### src/design/fetch_cfg_pkg.sv
package fetch_cfg_pkg;

  // datapath widths
  localparam int unsigned XLEN     = 32;  // pc and address width
  localparam int unsigned INST_LEN = 32;  // fixed-size instructions, no compressed

  // byte distance between two sequential fetches
  localparam int unsigned PC_STEP = INST_LEN / 8;

  // restart point after reset or flush
  localparam logic [XLEN-1:0] PC_RESET_ADDR = 32'h8000_0000;

  // branch target buffer geometry
  localparam int unsigned BTB_DEPTH   = 16;
  localparam int unsigned BTB_IDX_W   = $clog2(BTB_DEPTH);  // 4 bits
  localparam int unsigned BTB_IDX_LSB = 2;  // skip the byte offset inside a word

  // everything above the index is tag
  localparam int unsigned BTB_TAG_W = XLEN - BTB_IDX_W - BTB_IDX_LSB;

endpackage

### src/design/fetch_types_pkg.sv
package fetch_types_pkg;

  // redirect request, used for the trap path from mem
  typedef struct packed {
    logic                           valid;
    logic [fetch_cfg_pkg::XLEN-1:0] target;
    logic [fetch_cfg_pkg::XLEN-1:0] src_pc;
  } redirect_t;

  // branch outcome from exec, trains the btb
  typedef struct packed {
    logic                           valid;
    logic [fetch_cfg_pkg::XLEN-1:0] src_pc;
    logic [fetch_cfg_pkg::XLEN-1:0] target;
    logic                           taken;
  } branch_res_t;

  // btb lookup result
  typedef struct packed {
    logic                           hit;
    logic [fetch_cfg_pkg::XLEN-1:0] target;
  } predict_t;

  // one btb line
  typedef struct packed {
    logic                                valid;
    logic [fetch_cfg_pkg::BTB_TAG_W-1:0] tag;
    logic [fetch_cfg_pkg::XLEN-1:0]      target;
  } btb_entry_t;

  // read request towards the icache
  typedef struct packed {
    logic                           req;
    logic [fetch_cfg_pkg::XLEN-1:0] addr;
  } icache_req_t;

  // what the IF stage receives
  typedef struct packed {
    logic [fetch_cfg_pkg::XLEN-1:0] pc;
    logic                           pred_taken;
  } if_payload_t;

endpackage

### src/design/btb_predictor.sv
`timescale 1ns/1ps

module btb_predictor (
  input  logic                           clk,
  input  logic                           rst_n_i,
  input  logic [fetch_cfg_pkg::XLEN-1:0] lookup_pc_i,
  output fetch_types_pkg::predict_t      predict_o,
  input  fetch_types_pkg::branch_res_t   resolve_i
);

  // direct mapped table
  fetch_types_pkg::btb_entry_t btb_q [fetch_cfg_pkg::BTB_DEPTH];

  // read side
  logic [fetch_cfg_pkg::BTB_IDX_W-1:0] rd_idx;
  logic [fetch_cfg_pkg::BTB_TAG_W-1:0] rd_tag;
  fetch_types_pkg::btb_entry_t         rd_entry;
  logic                                rd_hit;

  // write side, driven by the exec resolution
  logic [fetch_cfg_pkg::BTB_IDX_W-1:0] wr_idx;
  logic [fetch_cfg_pkg::BTB_TAG_W-1:0] wr_tag;
  fetch_types_pkg::btb_entry_t         wr_entry_old;
  logic                                wr_hit;
  logic                                do_write;
  logic                                do_clear;

  // lookup path
  assign rd_idx = lookup_pc_i[fetch_cfg_pkg::BTB_IDX_LSB +: fetch_cfg_pkg::BTB_IDX_W];
  assign rd_tag = lookup_pc_i[fetch_cfg_pkg::XLEN-1 -: fetch_cfg_pkg::BTB_TAG_W];

  assign rd_entry = btb_q[rd_idx];
  assign rd_hit   = rd_entry.valid && (rd_entry.tag == rd_tag);

  // prediction is same-cycle, no flop in between
  assign predict_o.hit    = rd_hit;
  assign predict_o.target = rd_entry.target;

  // update path
  assign wr_idx = resolve_i.src_pc[fetch_cfg_pkg::BTB_IDX_LSB +: fetch_cfg_pkg::BTB_IDX_W];
  assign wr_tag = resolve_i.src_pc[fetch_cfg_pkg::XLEN-1 -: fetch_cfg_pkg::BTB_TAG_W];

  assign wr_entry_old = btb_q[wr_idx];
  assign wr_hit       = wr_entry_old.valid && (wr_entry_old.tag == wr_tag);

  // taken branches allocate or refresh
  assign do_write = resolve_i.valid && resolve_i.taken;

  // not taken only evicts its own line, an alias stays put
  assign do_clear = resolve_i.valid && !resolve_i.taken && wr_hit;

  always_ff @(posedge clk or negedge rst_n_i) begin
    if (!rst_n_i) begin
      for (int i = 0; i < fetch_cfg_pkg::BTB_DEPTH; i++) begin
        btb_q[i] <= '0;
      end
    end else if (do_write) begin
      btb_q[wr_idx].valid  <= 1'b1;
      btb_q[wr_idx].tag    <= wr_tag;
      btb_q[wr_idx].target <= resolve_i.target;
    end else if (do_clear) begin
      btb_q[wr_idx].valid <= 1'b0;  // tag and target left stale
    end
  end

  // a misaligned target would only come from a bad exec resolution
  a_hit_aligned : assert property (@(posedge clk) disable iff (!rst_n_i)
    predict_o.hit |-> (predict_o.target[1:0] == 2'b00));

endmodule

### src/design/fetch_front.sv
`timescale 1ns/1ps

module fetch_front (
  input  logic                           clk,
  input  logic                           rst_n_i,
  input  logic                           stall_i,
  input  logic                           flush_i,
  input  fetch_types_pkg::redirect_t     trap_i,
  input  fetch_types_pkg::branch_res_t   branch_i,
  output fetch_types_pkg::icache_req_t   icache_req_o,
  output logic [fetch_cfg_pkg::XLEN-1:0] pc_o,
  output fetch_types_pkg::if_payload_t   if_o,
  output logic                           if_valid_o
);

  fetch_types_pkg::predict_t    predict;     // raw btb lookup
  logic                         pred_taken;  // btb steered this fetch
  fetch_types_pkg::if_payload_t if_d;
  fetch_types_pkg::predict_t    pred_d;
  fetch_types_pkg::predict_t    pred_q;
  logic                         pred_valid;

  pc_gen u_pc_gen (
    .clk          (clk),
    .rst_n_i      (rst_n_i),
    .stall_i      (stall_i),
    .flush_i      (flush_i),
    .trap_i       (trap_i),
    .branch_i     (branch_i),
    .predict_i    (predict),
    .icache_req_o (icache_req_o),
    .pc_o         (pc_o),
    .pred_taken_o (pred_taken)
  );

  btb_predictor u_btb (
    .clk         (clk),
    .rst_n_i     (rst_n_i),
    .lookup_pc_i (pc_o),
    .predict_o   (predict),
    .resolve_i   (branch_i)
  );

  assign if_d.pc         = pc_o;
  assign if_d.pred_taken = pred_taken;

  stage_latch #(
    .payload_t (fetch_types_pkg::if_payload_t)
  ) u_if_latch (
    .clk     (clk),
    .rst_n_i (rst_n_i),
    .stall_i (stall_i),
    .flush_i (flush_i),
    .valid_i (icache_req_o.req),
    .data_i  (if_d),
    .valid_o (if_valid_o),
    .data_o  (if_o)
  );

  // only the prediction that won, so a lost hit does not show up
  assign pred_d.hit    = pred_taken;
  assign pred_d.target = predict.target;

  stage_latch #(
    .payload_t (fetch_types_pkg::predict_t)
  ) u_pred_latch (
    .clk     (clk),
    .rst_n_i (rst_n_i),
    .stall_i (stall_i),
    .flush_i (flush_i),
    .valid_i (icache_req_o.req),
    .data_i  (pred_d),
    .valid_o (pred_valid),
    .data_o  (pred_q)
  );

  // a predicted fetch in IF must be followed by its target in the pc
  a_pred_follow : assert property (@(posedge clk) disable iff (!rst_n_i)
    (if_valid_o && pred_valid) |->
      (if_o.pred_taken == pred_q.hit) && (!pred_q.hit || pc_o == pred_q.target));

endmodule

### src/design/pc_gen.sv
`timescale 1ns/1ps

module pc_gen (
  input  logic                           clk,
  input  logic                           rst_n_i,
  input  logic                           stall_i,
  input  logic                           flush_i,
  input  fetch_types_pkg::redirect_t     trap_i,
  input  fetch_types_pkg::branch_res_t   branch_i,
  input  fetch_types_pkg::predict_t      predict_i,
  output fetch_types_pkg::icache_req_t   icache_req_o,
  output logic [fetch_cfg_pkg::XLEN-1:0] pc_o,
  output logic                           pred_taken_o
);

  logic [fetch_cfg_pkg::XLEN-1:0] pc_q;
  logic [fetch_cfg_pkg::XLEN-1:0] pc_seq;   // fall-through address
  logic [fetch_cfg_pkg::XLEN-1:0] pc_sel;   // before flush
  logic [fetch_cfg_pkg::XLEN-1:0] pc_next;  // after flush
  logic                           btb_win;
  logic                           pc_wen;
  logic                           req_q;

  assign pc_seq = pc_q + fetch_cfg_pkg::XLEN'(fetch_cfg_pkg::PC_STEP);

  // trap, then resolved branch, then btb, then sequential
  always_comb begin
    btb_win = 1'b0;
    if (trap_i.valid) begin
      pc_sel = trap_i.target;
    end else if (branch_i.valid && branch_i.taken) begin
      pc_sel = branch_i.target;
    end else if (predict_i.hit) begin
      pc_sel  = predict_i.target;
      btb_win = 1'b1;
    end else begin
      pc_sel = pc_seq;
    end
  end

  // flush has the last word
  assign pc_next = flush_i ? fetch_cfg_pkg::PC_RESET_ADDR : pc_sel;

  assign pc_wen = !stall_i;

  always_ff @(posedge clk or negedge rst_n_i) begin
    if (!rst_n_i) begin
      pc_q <= fetch_cfg_pkg::PC_RESET_ADDR;
    end else if (pc_wen) begin
      pc_q <= pc_next;
    end
  end

  // request rises on the first edge out of reset and stays up
  always_ff @(posedge clk or negedge rst_n_i) begin
    if (!rst_n_i) begin
      req_q <= 1'b0;
    end else begin
      req_q <= 1'b1;
    end
  end

  // cache sees the address the pc register will hold next
  assign icache_req_o.req  = req_q;
  assign icache_req_o.addr = stall_i ? pc_q : pc_next;

  assign pc_o = pc_q;

  // prediction that actually steered the fetch
  assign pred_taken_o = btb_win && !flush_i;

  a_pc_aligned : assert property (@(posedge clk) disable iff (!rst_n_i)
    pc_q[1:0] == 2'b00);

  // stall freezes the pc for the cycle after it is seen
  a_pc_hold : assert property (@(posedge clk) disable iff (!rst_n_i)
    stall_i |=> (pc_q == $past(pc_q)));

endmodule

### src/design/stage_latch.sv
`timescale 1ns/1ps

module stage_latch #(
  parameter type payload_t = logic
) (
  input  logic     clk,
  input  logic     rst_n_i,
  input  logic     stall_i,
  input  logic     flush_i,
  input  logic     valid_i,
  input  payload_t data_i,
  output logic     valid_o,
  output payload_t data_o
);

  // valid bit: flush beats stall
  always_ff @(posedge clk or negedge rst_n_i) begin
    if (!rst_n_i) begin
      valid_o <= 1'b0;
    end else if (flush_i) begin
      valid_o <= 1'b0;
    end else if (!stall_i) begin
      valid_o <= valid_i;
    end
  end

  // payload only moves when the pipe advances
  always_ff @(posedge clk) begin
    if (!stall_i) begin
      data_o <= data_i;
    end
  end

  // downstream may sample a held entry over several cycles
  a_hold_on_stall : assert property (@(posedge clk) disable iff (!rst_n_i)
    (valid_o && stall_i) |=> $stable(data_o));

endmodule

### config.mk
export PLATFORM = sky130hd
export DESIGN_NAME = fetch_front
export DESIGN_NICKNAME = d
export VERILOG_FILES = /design/src/design/fetch_cfg_pkg.sv /design/src/design/fetch_types_pkg.sv /design/src/design/btb_predictor.sv /design/src/design/fetch_front.sv /design/src/design/pc_gen.sv /design/src/design/stage_latch.sv
export SDC_FILE = /design/constraint.sdc
export NUM_CORES = 2
export LEC_CHECK = 0
export CAP_MARGIN = 20
export CORE_ASPECT_RATIO = 0.6
export CORE_UTILIZATION = 64
export CTS_CLUSTER_SIZE = 24
export DETAILED_ROUTE_END_ITERATION = 16
export DONT_BUFFER_PORTS = 1
export PLACE_DENSITY_LB_ADDON = 0.3
export SLEW_MARGIN = 10
export SYNTH_ARGS = -nofsm -noshare
export SYNTH_HDL_FRONTEND = slang
export SYNTH_SLANG_ARGS = --single-unit
### constraint.sdc
create_clock -name clk -period 5.74 [get_ports clk]
set_input_delay 1.435 -clock clk [delete_from_list [all_inputs] [get_ports clk]]
set_output_delay 1.435 -clock clk [all_outputs]
set_load 0.005 [all_outputs]
# After elaboration in Yosys (flattened, before gate mapping)
# Cells that the tools add are included.
[totals] latch_bits=0 romBits=0 ram_bits=0 elab_cells=100 output_inout_bits=99 mem_count=0 input_bits=135 regBits=1011
[classes] n_reduce_logical=10 n_bitwise=2 div=0 mux=28 eq_ne=3 add_sub_neg=1 mul=0 order_cmp=3 shifts=0
[ops] op="944-bit bitwise mux" count=4
[ops] op="944-bit 2-to-1 mux" count=2
[ops] op="59-bit demux with 4-bit select" count=3
[ops] op="59-bit binary-select mux with 4-bit select" count=2
[ops] op="59-bit 2-to-1 mux" count=5
[ops] op="32-bit 2-to-1 mux" count=6
[ops] op="58-bit 2-to-1 mux" count=1
[ops] op="26-bit == test" count=2
[ops] op="32-bit by 3-bit adder with 32-bit output, second input constant" count=1
[ops] op="5-bit >= comparator, second input constant" count=2
[ops] op="4-bit inverter with 5-bit output" count=2
[ops] op="1-bit logical AND" count=7
[ops] op="5-bit by 1-bit less-than comparator with 1-bit output, second input constant" count=1
[ops] op="1-bit 2-to-1 mux" count=5
[ops] op="1-bit zero test" count=2
[ops] op="2-bit by 1-bit inequality test with 1-bit output, second input constant" count=1
[ops] op="2-bit nonzero test" count=1

# Longest topological paths before layout
[depth] depth_word=11 mapped_depth=16

# Cells and area by module
# From an unflattened synthesis, not the netlist that was laid out.
[hier_totals] cells_unflattened=3403 area_unflattened_um2=50577.3
[by_module_without_submodules] mod="btb_predictor" n_inst=1 cells_each=2968 area_each_um2=46567.2
[by_module_without_submodules] mod="pc_gen" n_inst=1 cells_each=398 area_each_um2=2976.6
[by_module_without_submodules] mod="stage_latch" n_inst=1 cells_each=37 area_each_um2=1033.5

# Worst setup path before layout
# No wires, ideal clock.
[synth_path] path_kind="register to output" start="register u_pc_gen.pc_q, in the netlist u_pc_gen.pc_o[3]" end="output port icache_req_o[29] (netlist name)" stages_incl_launch_ff=15 slack_ns=0.982 required_time_ns=4.305 n_path_buf=5 t_arrival_ns=3.323 cell_sequence="dfrtp_1 -> buf_4 -> buf_8 -> buf_6 -> buf_2 -> mux4_2 -> nand2_1 -> o21ai_1 -> o21ai_0 -> o211ai_1 -> or4_1 -> or4_4 -> buf_6 -> and3_1 -> o31ai_2"
[synth_rtl] element="start: declaration" line="pc_gen.sv:16" rtl="logic [fetch_cfg_pkg::XLEN-1:0] pc_q;"
[synth_rtl] element="start signal: assignment" line="pc_gen.sv:48" rtl="pc_q <= fetch_cfg_pkg::PC_RESET_ADDR;"
[synth_rtl] element="start signal: assignment" line="pc_gen.sv:50" rtl="pc_q <= pc_next;"
[synth_rtl] element="end: declaration" line="fetch_front.sv:10" rtl="output fetch_types_pkg::icache_req_t icache_req_o,"

# Final worst setup path
[layout_path] start="register u_pc_gen.pc_q, in the netlist u_pc_gen.pc_o[2]" end="output port icache_req_o[23] (netlist name)"
[layout_between] elab_chain_cells=11 elab_cells_between_ends=12
[layout_lines] element="4-bit inverter with 5-bit output (implied by the code)" line="btb_predictor.sv:32" rtl="assign rd_entry = btb_q[rd_idx];"
[layout_lines] element="59-bit binary-select mux with 4-bit select" line="btb_predictor.sv:32"
[layout_lines] element="59-bit 2-to-1 mux (implied by the code) (2 in a row)" line="btb_predictor.sv:32"
[layout_lines] element="26-bit == test" line="btb_predictor.sv:33" rtl="assign rd_hit = rd_entry.valid && (rd_entry.tag == rd_tag);"
[layout_lines] element="1-bit logical AND" line="btb_predictor.sv:33"
[layout_lines] element="32-bit 2-to-1 mux (*)" line="pc_gen.sv:33" rtl="end else if (predict_i.hit) begin"
[layout_lines] element="32-bit 2-to-1 mux (*)" line="pc_gen.sv:31" rtl="end else if (branch_i.valid && branch_i.taken) begin"
[layout_lines] element="32-bit 2-to-1 mux (*)" line="pc_gen.sv:29" rtl="if (trap_i.valid) begin"
[layout_lines] element="32-bit 2-to-1 mux (*)" line="pc_gen.sv:42" rtl="assign pc_next = flush_i ? fetch_cfg_pkg::PC_RESET_ADDR : pc_sel;"
[layout_lines] element="32-bit 2-to-1 mux (*)" line="pc_gen.sv:65" rtl="assign icache_req_o.addr = stall_i ? pc_q : pc_next;"
# Mark *: on every way between the ends. The rest lies on a longest branch, timed or not. The select of a mux whose other input is x is not followed.

==> results.py <==
metrics = {
    "sta": {
        "hold_violations": 0,
        "finalCritPeriodShare_pct": 104,
        "timing.hold.ws_ns": 0.431,
        "maxSlewViolCount": 0,
        "finalWorstSetupSlack_ns": -0.243,
        "fin_worst_skew_ns": 0.0322,
        "fmax_mhz": 167,
        "rsz0062_at_grt": "yes",
        "setup_viol": 29,
        "relSlewSlack_pct": 22.6,
        "min_period_ns": 5.98,
        "worst_pin_slew_ns": 1.16,
    },
    "floorplanning": {
        "core_mm2": 0.0781,
        "die-area_mm2": 0.0806,
        "die_w_um": 366,
        "die_h_um": 220,
        "io_pins": 234,
        "std_cell_rows": 79,
        "start_util_pct": 65.1,
    },
    "pwr": {
        "comb_power_share_pct": 24.0,
        "swShare_pct": 29.0,
        "p_leak_nw": 24.2,
        "ir_drop_mv": 0.298,
        "seqPwrFrac_pct": 44.7,
        "power.switching_mw": 6.15,
        "power_frac_clock_pct": 31.2,
        "intPower_mw": 15.1,
        "power_density_mw_per_mm2": 371,
    },
    "layout": {
        "layout_common_cells": "973 x dfrtp_1, 942 x mux2_2, 373 x mux4_2, 149 x buf_4, 99 x clkbuf_16",
        "drive_above_1_share_pct": 53.4,
        "nFillCells": 4617,
        "final_common_cell": "dfrtp_1",
        "areaGrowthSynthToFinish_pct": 12.6,
        "stdcell_count": 4472,
        "nNetsFinal": 3470,
    },
    "global_route": {
        "grt_use_total_pct": 39.8,
        "grt_max_degree": 979,
        "grt_overflow": 0,
        "antenna_found_initial": 2,
        "grt_pass1_vias": 33600,
        "grt_pass1_wl_um": 232000,
    },
    "synthesis": {
        "yosys_most_used_dff": "dfrtp_1",
        "netlist_area_mm2": 0.0509,
        "synth-seq-cells": 1011,
        "synth.avg_cell_area_um2": 15.3,
        "yosys_warnings": 0,
        "syn-instance-count": 3327,
        "synth_nets": 3463,
        "synth_cell_types": 75,
        "synthArstFlopShare_pct": 96.7,
        "ys_seq_area_share_pct": 50.1,
        "synth_edf_count": 33,
    },
    "clock_tree": {
        "cts_htree_levels": 3,
        "cts_tree": "built",
        "clkSinkCount": 1011,
        "clock_path_buffers": 3,
        "hold_buffers": 0,
        "cts-root-buf": "clkbuf_16",
        "path_clk_slew_ns": 0.07,
        "cts_buffers": 92,
        "clock_latency_ns": 0.72,
    },
    "route": {
        "viasPerCell": 7.41,
        "drc": 0,
        "drtAntennaViolNets": 0,
        "drt-total-wl_um": 160000,
        "drtIter0Drc": 4485,
        "dr.pass1.iters": 6,
        "vias": 33100,
        "wire_per_inst_um": 35.9,
    },
    "setup_path": {
        "crit_path_end_kind": "output port",
        "worst-path-max-fanout": 7,
        "crit_arrival_ns": 4.55,
        "critPathRequiredTime_ns": 4.30,
        "critPathKind": "reg2out",
        "cp-start-kind": "flop",
        "reg2reg_slack_ns": 1.71,
    },
    "place": {
        "dp.cells": 4221,
        "hpwlAfterDp_um": 97800,
        "portBuffers": 0,
        "gp_congestion": 1.00,
    },
    "min_path": {
        "hp-class": "in2async",
    },
    "run_status": {
        "violations": "negative setup slack",
        "status": "complete, but fails checks",
    },
    "run": {
        "cap_violations": 0,
    },
}
## metrics by stage
stage               setup WS [ns]  area (µm²)  power, mW  TNS, ns  util, %
floorplan                   0.982       50900       12.6        0        -
global placement           0.0378       52300       13.7        0     67.0
detailed placement         0.0633       52300       14.0        0     67.0
CTS                        -0.210       56200       20.7    -2.61     71.9
global route               -0.313       57300       21.9    -5.24     73.3
finish                     -0.243       57300       21.2    -3.69     73.3
## routing by layer
metal | global-route usage, % | part of all wire (%) | wire length [µm]
met1 | 56.8 | 40 | 63600
met2 | 56.6 | 44 | 70600
met3 | 14.8 | 13 | 20600
met4 | 13.7 | 3.5 | 5640
met5 | 0 | 0.017 | 28
## what timing repair did
| action | in CTS | in global routing |
|---|---|---|
| gates cloned | 6 | 7 |
| buffers inserted | 15 | 41 |
| pin swaps | 4 | 29 |
| endpoints found under the setup margin | 32 | 32 |
| resized for setup | 72 | 106 |
## path summary, 6_finish.rpt
check	cells past startpoint	from	endpoint
setup / recovery	15	u_pc_gen.pc_o[2]$_DFF_PN0_	icache_req_o[23]
hold / removal	0	rst_n_i	u_btb.btb_q[349]$_DFFE_PN0P_
setup reg to reg	14	u_pc_gen.pc_o[2]$_DFF_PN0_	u_pc_gen.pc_o[4]$_DFF_PN0_
hold reg to reg	1	u_btb.btb_q[537]$_DFFE_PN0P_	u_btb.btb_q[537]$_DFFE_PN0P_
max in group asynchronous	3	rst_n_i	u_btb.btb_q[89]$_DFFE_PN0P_
min in group clk	1	u_btb.btb_q[537]$_DFFE_PN0P_	u_btb.btb_q[537]$_DFFE_PN0P_
## final cells by class
cell class,instances,area (µm²),area share [%]
Antenna cell,7,17.5,0.0306
Sequential cell,1011,25500,44.5
Multi-Input combinational cell,1990,24600,43.0
Timing Repair Buffer,218,2550,4.45
Tap cell,1053,1320,2.30
Clock inverter,49,626,1.09
Clock buffer,123,2600,4.54
Inverter,21,80.1,0.140
## power by group through the flow
stage	combinational [mW]	sequential (mW)	clock, mW
after floorplan	3.42	9.17	0
after global placement	4.31	9.36	0
after detailed placement	4.45	9.55	0
after CTS	4.64	9.43	6.64
after global routing	5.31	9.63	6.94
final	5.10	9.50	6.63
## worst max-delay path, cell delays in order (launching register included)
cell      delay (ns)
dfrtp_4         0.52
buf_4           0.15
buf_12          0.14
buf_16          0.18
buf_12          0.13
mux4_2          0.61
mux2i_4         0.25
o221ai_1        0.15
o21ai_1         0.13
and2_1          0.14
nand4b_1        0.10
or4_4           0.63
buf_8           0.18
nor3_4          0.16
o32ai_4         0.13
buf_6           0.20
## cells in the mapped netlist (7+ instances only)
cell / number / area [µm²]
buf_2: 34 / 170
nor2b_1: 7 / 43.8
and2_1: 8 / 50.1
nor3_1: 20 / 100
and3_1: 16 / 100
a21oi_1: 29 / 145
a22oi_1: 39 / 293
mux4_1: 7 / 184
edfxtp_1: 33 / 991
o21ai_0: 29 / 145
nand4_1: 17 / 106
mux4_2: 367 / 8270
nand3_1: 29 / 145
xnor2_1: 56 / 490
o311ai_0: 13 / 114
o22ai_1: 12 / 75.1
nand2_1: 67 / 251
buf_4: 11 / 82.6
a222oi_1: 17 / 170
o22a_1: 15 / 131
mux2_2: 942 / 10600
clkbuf_1: 184 / 691
buf_1: 57 / 214
inv_1: 20 / 75.1
nor4_1: 8 / 50.1
buf_6: 10 / 113
nand2b_1: 31 / 194
mux2i_1: 117 / 1170
dfrtp_1: 977 / 24400
xor2_1: 13 / 114
nor2_1: 40 / 150
## registers in the layout, indices dropped and copies added, names as in the netlist
register / count
u_btb.btb_q: 944
u_pc_gen.pc_o: 32
u_if_latch.valid_o: 1
u_pc_gen.req_q: 1
u_if_latch.data_o: 33
## kinds of logic after synthesis
| logic type | Yosys count | synth area share (%) |
|---|---|---|
| muxes | 1439 | 39.9 |
| AOI/OAI and AO/OA | 211 | 3.07 |
| and+or+nand+nor | 269 | 2.77 |
| DFF | 1011 | 50.1 |
| other | 1 | 0.00737 |
| buffers and inverters | 326 | 2.97 |
| adders and majority gates | 1 | 0.0246 |
| xor gates and xnor gates | 69 | 1.19 |
No activity file was read; power rests on OpenSTA's default activity.
